## config.mk

```make
export PLATFORM = sky130hd
export DESIGN_NAME = rgbw_led_controller
export DESIGN_NICKNAME = d
export VERILOG_FILES = /design/src/led_color_pkg.sv /design/src/led_ctrl_pkg.sv /design/src/mult_if.sv /design/src/color_wheel_processor.sv /design/src/rgbw_led_controller.sv /design/src/rgbw_pwm.sv /design/src/seq_multiplier.sv
export SDC_FILE = /design/constraint.sdc
export NUM_CORES = 1
export LEC_CHECK = 0
export BUFFER_PORTS_ARGS = -buffer_cell sky130_fd_sc_hd__buf_4
export CORE_AREA = 2 2 239 182
export CTS_CLUSTER_DIAMETER = 60
export DETAILED_ROUTE_END_ITERATION = 8
export DIE_AREA = 0 0 241 184
export PLACE_DENSITY = 0.45
export SLEW_MARGIN = 20
export SYNTH_ARGS = -nofsm -noshare
export SYNTH_HDL_FRONTEND = slang
export SYNTH_HIERARCHICAL = 1
export SYNTH_SLANG_ARGS = --single-unit
```

## constraint.sdc

```tcl
create_clock -name clk -period 4.5 [get_ports clk]
set_input_delay 0.9 -clock clk [delete_from_list [all_inputs] [get_ports clk]]
set_output_delay 0.9 -clock clk [all_outputs]
set_load 0.005 [all_outputs]
```

## src/led_color_pkg.sv

```systemverilog
// color data types and hue-wheel constants, imported by the processor, multiplier and pwm
package led_color_pkg;

    typedef logic [7:0]  color_t;    // one color or intensity level
    typedef logic [15:0] product_t;  // full 8x8 multiplier product
    typedef logic [7:0]  hue_t;      // hue wheel position, 256 steps

    // a rising or falling primary moves this much per wheel step
    localparam color_t HUE_STEP = 8'd7;

    // counter value where each of the six hue segments hands over to the next
    localparam hue_t SEG_END_1 = 8'h2a;  // blue rising, red full
    localparam hue_t SEG_END_2 = 8'h54;  // red falling, blue full
    localparam hue_t SEG_END_3 = 8'h7e;  // green rising, blue full
    localparam hue_t SEG_END_4 = 8'ha8;  // blue falling, green full
    localparam hue_t SEG_END_5 = 8'hd2;  // red rising, green full
    localparam hue_t SEG_END_6 = 8'hfc;  // green falling, red full

endpackage

```

## src/led_ctrl_pkg.sv

```systemverilog
// mode codes and state machine encodings, imported by the processor and the multiplier
package led_ctrl_pkg;

    typedef logic [7:0] mode_t;

    localparam mode_t MODE_DIRECT = 8'h21;  // copy direct color inputs
    localparam mode_t MODE_WHEEL  = 8'ha4;  // hue wheel, tint and intensity

    // processor states, one step/check pair per hue segment
    typedef enum logic [4:0] {
        WS_IDLE,
        WS_STEP1, WS_CHECK1,
        WS_STEP2, WS_CHECK2,
        WS_STEP3, WS_CHECK3,
        WS_STEP4, WS_CHECK4,
        WS_STEP5, WS_CHECK5,
        WS_STEP6, WS_CHECK6,
        WS_WHITE_SAT,
        WS_SCALE_W, WS_SCALE_R, WS_SCALE_G, WS_SCALE_B,
        WS_OUT
    } wheel_state_t;

    typedef enum logic [1:0] {MS_IDLE, MS_BUSY, MS_DONE} mult_state_t;

endpackage

```

## src/mult_if.sv

```systemverilog
// load/done handshake between the color processor and the sequential multiplier
`timescale 1ns/1ps

interface mult_if;
    import led_color_pkg::*;

    color_t   a;    // intensity operand
    color_t   b;    // channel operand
    logic     ld;   // load level, held until ok is seen
    logic     ok;   // product valid, held until ld drops
    product_t res;

    modport requester (
        output a,
        output b,
        output ld,
        input  ok,
        input  res
    );

    modport multiplier (
        input  a,
        input  b,
        input  ld,
        output ok,
        output res
    );

endinterface

```

## src/color_wheel_processor.sv

```systemverilog
// color engine state machine: direct copy, or hue wheel plus tint and intensity via mult_if
`timescale 1ns/1ps

module color_wheel_processor
(
    input  logic                  clk,
    input  logic                  reset,
    input  led_ctrl_pkg::mode_t   mode,
    input  led_color_pkg::color_t lint,
    input  led_color_pkg::hue_t   color_idx,
    input  led_color_pkg::color_t white_in,
    input  led_color_pkg::color_t red_in,
    input  led_color_pkg::color_t green_in,
    input  led_color_pkg::color_t blue_in,
    mult_if.requester             mr,
    output led_color_pkg::color_t red_out,
    output led_color_pkg::color_t green_out,
    output led_color_pkg::color_t blue_out,
    output led_color_pkg::color_t white_out
);

    import led_color_pkg::*;
    import led_ctrl_pkg::*;

    wheel_state_t state;
    wheel_state_t same_step;  // step state of the segment being checked
    wheel_state_t next_seg;   // where the walk goes once the segment is done
    hue_t         seg_end;
    hue_t         counter;    // wheel position reached so far
    hue_t         thr;        // target hue of this pass
    color_t       lint_q;
    color_t       white_q;
    color_t       hue_r;
    color_t       hue_g;
    color_t       hue_b;
    color_t       w_scaled;
    color_t       r_scaled;
    color_t       g_scaled;
    color_t       b_scaled;
    logic         scaling;
    logic         take;       // product ready for the current request
    logic         raise;      // multiplier idle, ok to assert ld

    // saturating add, used for the wheel steps and for the tint
    function automatic color_t sat_add(color_t x, color_t y);
        logic [8:0] sum;
        sum = {1'b0, x} + {1'b0, y};
        return sum[8] ? 8'hff : sum[7:0];
    endfunction

    function automatic color_t sat_sub(color_t x, color_t y);
        return (x < y) ? 8'h00 : x - y;
    endfunction

    always_comb
    begin
        seg_end   = SEG_END_6;
        same_step = WS_IDLE;
        next_seg  = WS_IDLE;
        case (state)
            WS_CHECK1: begin seg_end = SEG_END_1; same_step = WS_STEP1; next_seg = WS_STEP2; end
            WS_CHECK2: begin seg_end = SEG_END_2; same_step = WS_STEP2; next_seg = WS_STEP3; end
            WS_CHECK3: begin seg_end = SEG_END_3; same_step = WS_STEP3; next_seg = WS_STEP4; end
            WS_CHECK4: begin seg_end = SEG_END_4; same_step = WS_STEP4; next_seg = WS_STEP5; end
            WS_CHECK5: begin seg_end = SEG_END_5; same_step = WS_STEP5; next_seg = WS_STEP6; end
            WS_CHECK6:
            begin
                seg_end   = SEG_END_6;
                same_step = WS_STEP6;
                next_seg  = WS_WHITE_SAT;  // table exhausted
            end
            default: ;
        endcase
    end

    assign scaling = state inside {WS_SCALE_W, WS_SCALE_R, WS_SCALE_G, WS_SCALE_B};
    assign take    = scaling && mr.ok && mr.ld;
    assign raise   = scaling && !mr.ok && !mr.ld;

    // intensity is always one operand, the channel is picked by the scaling state
    assign mr.a = lint_q;
    always_comb
    begin
        case (state)
            WS_SCALE_R: mr.b = hue_r;
            WS_SCALE_G: mr.b = hue_g;
            WS_SCALE_B: mr.b = hue_b;
            default:    mr.b = white_q;
        endcase
    end

    always_ff @(posedge clk)
    begin
        if (!reset)
        begin
            state     <= WS_IDLE;
            counter   <= '0;
            mr.ld     <= 1'b0;
            red_out   <= '0;
            green_out <= '0;
            blue_out  <= '0;
            white_out <= '0;
        end
        else
        begin
            if (take)
                mr.ld <= 1'b0;
            else if (raise)
                mr.ld <= 1'b1;

            case (state)
                WS_IDLE:
                begin
                    counter <= 8'd1;
                    if (mode == MODE_DIRECT)
                    begin
                        red_out   <= red_in;
                        green_out <= green_in;
                        blue_out  <= blue_in;
                        white_out <= white_in;
                    end
                    else if (mode == MODE_WHEEL)
                        state <= WS_STEP1;
                end
                WS_STEP1: state <= WS_CHECK1;
                WS_STEP2: state <= WS_CHECK2;
                WS_STEP3: state <= WS_CHECK3;
                WS_STEP4:
                begin
                    counter <= counter + 8'd1;  // this segment counts in its step state
                    state   <= WS_CHECK4;
                end
                WS_STEP5: state <= WS_CHECK5;
                WS_STEP6: state <= WS_CHECK6;
                WS_CHECK1, WS_CHECK2, WS_CHECK3, WS_CHECK4, WS_CHECK5, WS_CHECK6:
                begin
                    if (counter < thr)
                    begin
                        if (state != WS_CHECK4)
                            counter <= counter + 8'd1;
                        state <= (counter < seg_end) ? same_step : next_seg;
                    end
                    else
                        state <= WS_WHITE_SAT;  // target hue reached
                end
                WS_WHITE_SAT: state <= WS_SCALE_W;
                WS_SCALE_W: if (take) state <= WS_SCALE_R;
                WS_SCALE_R: if (take) state <= WS_SCALE_G;
                WS_SCALE_G: if (take) state <= WS_SCALE_B;
                WS_SCALE_B: if (take) state <= WS_OUT;
                WS_OUT:
                begin
                    red_out   <= r_scaled;
                    green_out <= g_scaled;
                    blue_out  <= b_scaled;
                    white_out <= w_scaled;
                    state     <= WS_IDLE;
                end
                default: state <= WS_IDLE;
            endcase
        end
    end

    // hue and scaling datapath
    always_ff @(posedge clk)
    begin
        case (state)
            WS_IDLE:
            begin
                hue_r   <= '0;
                hue_g   <= '0;
                hue_b   <= '0;
                thr     <= color_idx;
                lint_q  <= lint;
                white_q <= white_in;
            end
            WS_STEP1: begin hue_r <= 8'hff; hue_g <= 8'h00; hue_b <= sat_add(hue_b, HUE_STEP); end
            WS_STEP2: begin hue_r <= sat_sub(hue_r, HUE_STEP); hue_g <= 8'h00; hue_b <= 8'hff; end
            WS_STEP3: begin hue_r <= 8'h00; hue_g <= sat_add(hue_g, HUE_STEP); hue_b <= 8'hff; end
            WS_STEP4: begin hue_r <= 8'h00; hue_g <= 8'hff; hue_b <= sat_sub(hue_b, HUE_STEP); end
            WS_STEP5: begin hue_r <= sat_add(hue_r, HUE_STEP); hue_g <= 8'hff; hue_b <= 8'h00; end
            WS_STEP6: begin hue_r <= 8'hff; hue_g <= sat_sub(hue_g, HUE_STEP); hue_b <= 8'h00; end
            WS_WHITE_SAT:
            begin
                hue_r <= sat_add(hue_r, white_q);  // tint
                hue_g <= sat_add(hue_g, white_q);
                hue_b <= sat_add(hue_b, white_q);
            end
            WS_SCALE_W: if (take) w_scaled <= mr.res[15:8];
            WS_SCALE_R: if (take) r_scaled <= mr.res[15:8];
            WS_SCALE_G: if (take) g_scaled <= mr.res[15:8];
            WS_SCALE_B: if (take) b_scaled <= mr.res[15:8];
            default: ;
        endcase
    end

    a_state_legal: assert property (@(posedge clk) disable iff (!reset)
        state inside {[WS_IDLE:WS_OUT]});

    // a finished request must be released before the next pass starts
    a_no_ld_in_idle: assert property (@(posedge clk) disable iff (!reset)
        (state == WS_IDLE) |-> !mr.ld);

endmodule

```

## src/rgbw_led_controller.sv

```systemverilog
// top level of the rgbw led color engine, wiring the processor, multiplier and pwm
`timescale 1ns/1ps

module rgbw_led_controller
#(
    parameter int PWM_BITS = 8
)
(
    input  logic                  clk,
    input  logic                  reset,
    input  led_ctrl_pkg::mode_t   mode,
    input  led_color_pkg::color_t lint,
    input  led_color_pkg::hue_t   color_idx,
    input  led_color_pkg::color_t white_in,
    input  led_color_pkg::color_t red_in,
    input  led_color_pkg::color_t green_in,
    input  led_color_pkg::color_t blue_in,
    output led_color_pkg::color_t red_level,
    output led_color_pkg::color_t green_level,
    output led_color_pkg::color_t blue_level,
    output led_color_pkg::color_t white_level,
    output logic                  red_pwm,
    output logic                  green_pwm,
    output logic                  blue_pwm,
    output logic                  white_pwm
);

    mult_if mb ();  // shared 8x8 multiplier link

    color_wheel_processor u_proc (
        .clk       (clk),
        .reset     (reset),
        .mode      (mode),
        .lint      (lint),
        .color_idx (color_idx),
        .white_in  (white_in),
        .red_in    (red_in),
        .green_in  (green_in),
        .blue_in   (blue_in),
        .mr        (mb.requester),
        .red_out   (red_level),
        .green_out (green_level),
        .blue_out  (blue_level),
        .white_out (white_level)
    );

    seq_multiplier u_mult (
        .clk   (clk),
        .reset (reset),
        .mb    (mb.multiplier)
    );

    // levels drive the pins as well as the observation ports
    rgbw_pwm #(
        .PWM_BITS (PWM_BITS)
    ) u_pwm (
        .clk        (clk),
        .reset      (reset),
        .red_duty   (red_level),
        .green_duty (green_level),
        .blue_duty  (blue_level),
        .white_duty (white_level),
        .red_pwm    (red_pwm),
        .green_pwm  (green_pwm),
        .blue_pwm   (blue_pwm),
        .white_pwm  (white_pwm)
    );

endmodule

```

## src/rgbw_pwm.sv

```systemverilog
// four-channel pwm generator turning the rgbw color levels into led drive pins
`timescale 1ns/1ps

module rgbw_pwm
#(
    parameter int PWM_BITS = 8
)
(
    input  logic                  clk,
    input  logic                  reset,
    input  led_color_pkg::color_t red_duty,
    input  led_color_pkg::color_t green_duty,
    input  led_color_pkg::color_t blue_duty,
    input  led_color_pkg::color_t white_duty,
    output logic                  red_pwm,
    output logic                  green_pwm,
    output logic                  blue_pwm,
    output logic                  white_pwm
);

    import led_color_pkg::*;

    logic [PWM_BITS-1:0] cnt;       // free-running period counter
    logic [PWM_BITS+7:0] cnt_ext;   // padded so any width gives an 8-bit top
    color_t              cnt_top;
    logic                wrap;
    color_t              duty_in [4];
    color_t              duty_q  [4];  // held for a whole period
    logic [3:0]          pin;

    assign wrap    = &cnt;
    assign cnt_ext = {cnt, 8'h00};
    assign cnt_top = cnt_ext[PWM_BITS+7 -: 8];

    assign duty_in[0] = red_duty;
    assign duty_in[1] = green_duty;
    assign duty_in[2] = blue_duty;
    assign duty_in[3] = white_duty;

    always_ff @(posedge clk)
    begin
        if (!reset)
        begin
            cnt <= '0;
            for (int i = 0; i < 4; i++)
                duty_q[i] <= '0;
        end
        else
        begin
            cnt <= cnt + 1'b1;
            if (wrap)  // new duties take effect from the next period
            begin
                for (int i = 0; i < 4; i++)
                    duty_q[i] <= duty_in[i];
            end
        end
    end

    for (genvar ch = 0; ch < 4; ch++)
    begin : g_chan
        assign pin[ch] = (cnt_top < duty_q[ch]);

        // a zero duty taken at the wrap keeps the pin low in the following period
        a_zero_duty_low: assert property (@(posedge clk) disable iff (!reset)
            (wrap && duty_in[ch] == 8'h00) |=> !pin[ch]);
    end

    assign red_pwm   = pin[0];
    assign green_pwm = pin[1];
    assign blue_pwm  = pin[2];
    assign white_pwm = pin[3];

endmodule

```

## src/seq_multiplier.sv

```systemverilog
// shift-and-add 8x8 unsigned multiplier, started by a rising ld on its mult_if port
`timescale 1ns/1ps

module seq_multiplier
(
    input  logic       clk,
    input  logic       reset,
    mult_if.multiplier mb
);

    import led_color_pkg::*;
    import led_ctrl_pkg::*;

    mult_state_t state;
    logic        ld_q;      // ld from the previous cycle, for edge detection
    logic        start;
    logic [2:0]  bit_cnt;   // add-shift cycles done
    product_t    acc;
    product_t    mcand;     // shifted left once per cycle
    color_t      mplier;    // consumed lsb first

    assign start  = (state == MS_IDLE) && mb.ld && !ld_q;
    assign mb.res = acc;    // stable once the state leaves busy

    always_ff @(posedge clk)
    begin
        if (!reset)
        begin
            state   <= MS_IDLE;
            ld_q    <= 1'b0;
            bit_cnt <= '0;
            mb.ok   <= 1'b0;
        end
        else
        begin
            ld_q <= mb.ld;
            case (state)
                MS_IDLE:
                begin
                    bit_cnt <= '0;
                    if (start)
                        state <= MS_BUSY;
                end
                MS_BUSY:
                begin
                    bit_cnt <= bit_cnt + 3'd1;
                    if (bit_cnt == 3'd7)
                        state <= MS_DONE;
                end
                MS_DONE:
                begin
                    mb.ok <= mb.ld;  // raised while ld holds, dropped once it falls
                    if (!mb.ld)
                        state <= MS_IDLE;
                end
                default: state <= MS_IDLE;
            endcase
        end
    end

    always_ff @(posedge clk)
    begin
        if (start)
        begin
            acc    <= '0;
            mcand  <= {8'h00, mb.a};
            mplier <= mb.b;
        end
        else if (state == MS_BUSY)
        begin
            if (mplier[0])
                acc <= acc + mcand;
            mcand  <= mcand << 1;
            mplier <= mplier >> 1;
        end
    end

    // the requester must wait for ok to drop before loading again
    a_no_load_while_busy: assert property (@(posedge clk) disable iff (!reset)
        (state == MS_BUSY) |-> !$rose(mb.ld));

endmodule

```

==> run metrics <==
Core Rows=65; gr usage total=15.7%; Sum Neg Setup Slack=0 ns; Unique masters post-synth=89; DRT Wirelength=34.3 mm; Reg with most FFs=u_pwm/duty_q; worst min-delay path class=reg -> reg; initial antenna violation count=0; core area=0.0418 mm²; RR Endpoint=u_proc/white_out[1]; Slew Viols, Final=0; first-pass GRT wire length=54.5 mm; RSZ-0062 raised after global routing=no; maximum fanout along the worst path=64; pin count of the biggest net entering global routing=65; WHS Path Cells=2; CTS root buf=clkbuf_16; Placer Congestion=0.806; Die X=241 µm; Syn-to-layout area delta=17.6%; Worst-path clk slew=0.06 ns; Post-Syn Area per Cell=9.91 µm²; Seq/Total Area, Yosys=44.5%; Post-Synthesis Cells=1,258; # setup viols final=0; PD cells=364 mW/mm²; Final Hold Viols=0; Final Power=5.33 mW; commonest non-fill, non-tap cell in the layout=edfxtp_1; Clock Latency Late Sink=0.55 ns; drt drc=0; top cells by area, synth=edfxtp_1 31%, dfxtp_1 14%, ha_1 8.8%; die area=0.0443 mm²; Post-CTS Setup Bufs=0; Final min period=3.23 ns; sequence of cells on the critical path=nor2b_1, and2_1, nand3_2, nand2_2, buf_4, nor2_1, a211oi_1; detailed placer's ending HPWL=25.5 mm; ys flop type=edfxtp_1; antenna cells=0; max FFs per register=32; CP peak stage delay=0.87 ns; commonest cells after routing, fill and taps aside=128 x edfxtp_1, 107 x nor2_1, 106 x nand2_1, 104 x buf_4, 88 x ha_1; critical path startpoint category=flip-flop; Yosys top cell area share=30.8%; top cell type by total area after synthesis=edfxtp_1; Max Clk Rate=310 MHz; async set-reset flop share out of synthesis=0%; Initial Utilization=29.8%; Register-to-Register Path Depth=7; CTS buffer count=27; fin crit share=71.8%; vias=9,512; CP endpoint kind=flip-flop; Post-synth EDFFs=128; start point of the critical path=u_proc/state[1]; Setup Skew=0.0246 ns; vias in the first global route=9,188; status=finished clean; fraction of layout cells with a size suffix above 1=16.3%; kind of critical path=reg -> reg; synthesized net count=1,408; CTS Hold Bufs=0; CTS sink count=213; Hold Startpoint=u_mult/mb.res[6]; Slew HR=29.4%; Max-Cap Viols=0; Initial DRC Count=623; Worst EP required=4.95 ns; Yosys Warn Count=6; Clock H-tree levels=1; Wirelength per Cell=17.9 µm; Post-Syn Area=0.0125 mm²; flop2flop setup slack=1.27 ns; Worst Tran Pin Value=1.05 ns; worst r2r src=u_proc/state[1]; Hold EP=u_mult/mb.res[6]; Lkg Pwr=5.87 nW; PortBufs=93; DRT Pass-1 Iters=5; # IOs=94; Via density=4.95; antenna-violating nets left=0; Worst Path Arrival=3.68 ns; GR Overflow Total=0; Resize count post-CTS=0; CTS tree=yes; Die H=184 µm; Slowest cell on crit path=dfxtp_1; final net count=1,482; Max IR drop VDD=255 µV; CTS max path bufs=3; #FFs+latches synth=213
-- cell usage after synthesis (5+ instances only) --
cell / count
buf_1: 5
o2111ai_1: 7
a221o_1: 8
a21boi_0: 5
dfxtp_1: 85
nor2b_1: 17
o211ai_1: 5
nor2_1: 107
a21oi_1: 82
mux2i_1: 44
o21a_1: 10
a21o_1: 12
nor4_1: 5
nor3_1: 17
nand2b_1: 8
o21ai_0: 68
and2_2: 22
ha_1: 88
and2_1: 21
xor2_1: 25
nand4_1: 13
nand3_1: 39
buf_2: 11
xnor2_1: 35
and3_1: 9
clkbuf_1: 40
or3_1: 6
mux2_2: 15
edfxtp_1: 128
a22oi_1: 11
a211oi_1: 37
inv_1: 63
nand3b_1: 5
nand2_1: 107
o22ai_1: 5
-- worst max-delay path, delay by kind of cell (launching register included) --
kind,cells,cell delay (ns)
flops,1,0.87
buf+inv,1,0.53
simple gates,5,1.46
compound gates,1,0.24
-- report_power, final --
group | total [mW] | switching [mW] | internal [mW]
registers | 2.34 | 0.167 | 2.18
clock network | 2.15 | 0.904 | 1.25
logic | 0.836 | 0.467 | 0.369
total | 5.33 | 1.54 | 3.80
-- area by class of cell --
class | count | area, µm²
timing repair buffer | 104 | 781
tap | 569 | 712
sequential | 213 | 5550
multi-input combinational | 921 | 6490
inverter | 65 | 244
clock inverter | 21 | 198
clock buffer | 29 | 693
fill | 4307 | 27100
-- stage by stage --
step | util [%] | worst slack (ns) | std cells | instance area (µm²) | hold slack (ns)
floorplan | - | 0.809 | 1258 | 12500 | 0.432
global placement | 32.9 | 1.38 | 1872 | 13800 | 0.446
detailed placement | 32.9 | 1.27 | 1872 | 13800 | 0.456
CTS | 35.1 | 1.28 | 1922 | 14700 | 0.463
global route | 35.1 | 0.949 | 1922 | 14700 | 0.483
finish | 35.1 | 1.27 | 1922 | 14700 | 0.455
-- cells by family after synthesis --
group	synth area share [%]
AND/OR/NAND/NOR	16.0
AO/OA/AOI/OAI	16.9
flip-flops	44.5
buffers and inverters	3.87
adder cells (fa/ha/maj)	9.63
XOR/XNOR	4.22
multiplexers	4.89
-- per-layer routing --
layer | share of wire [%] | global-route usage [%] | up-vias
met1 | 53 | 25.2 | 4530
met4 | 1.7 | 3.04 | 0
met2 | 41 | 21.9 | 181
li1 | - | - | 4767
met5 | 0 | 0 | -
met3 | 4.4 | 2.21 | 34
-- worst max path at each step --
| stage | endpoint | slack (ns) | cells after the start |
|---|---|---|---|
| detailed placement | u_proc/white_out[1] | 1.27 | 7 |
| global route | u_proc/green_out[1] | 0.95 | 7 |
| floorplan | u_pwm/duty_q[0][0] | 0.81 | 3 |
| finish | u_proc/white_out[1] | 1.27 | 7 |
| CTS | u_proc/red_out[4] | 1.28 | 7 |
| global placement | u_proc/white_out[3] | 1.38 | 7 |
Note: power is estimated with default switching activity, not from simulation.
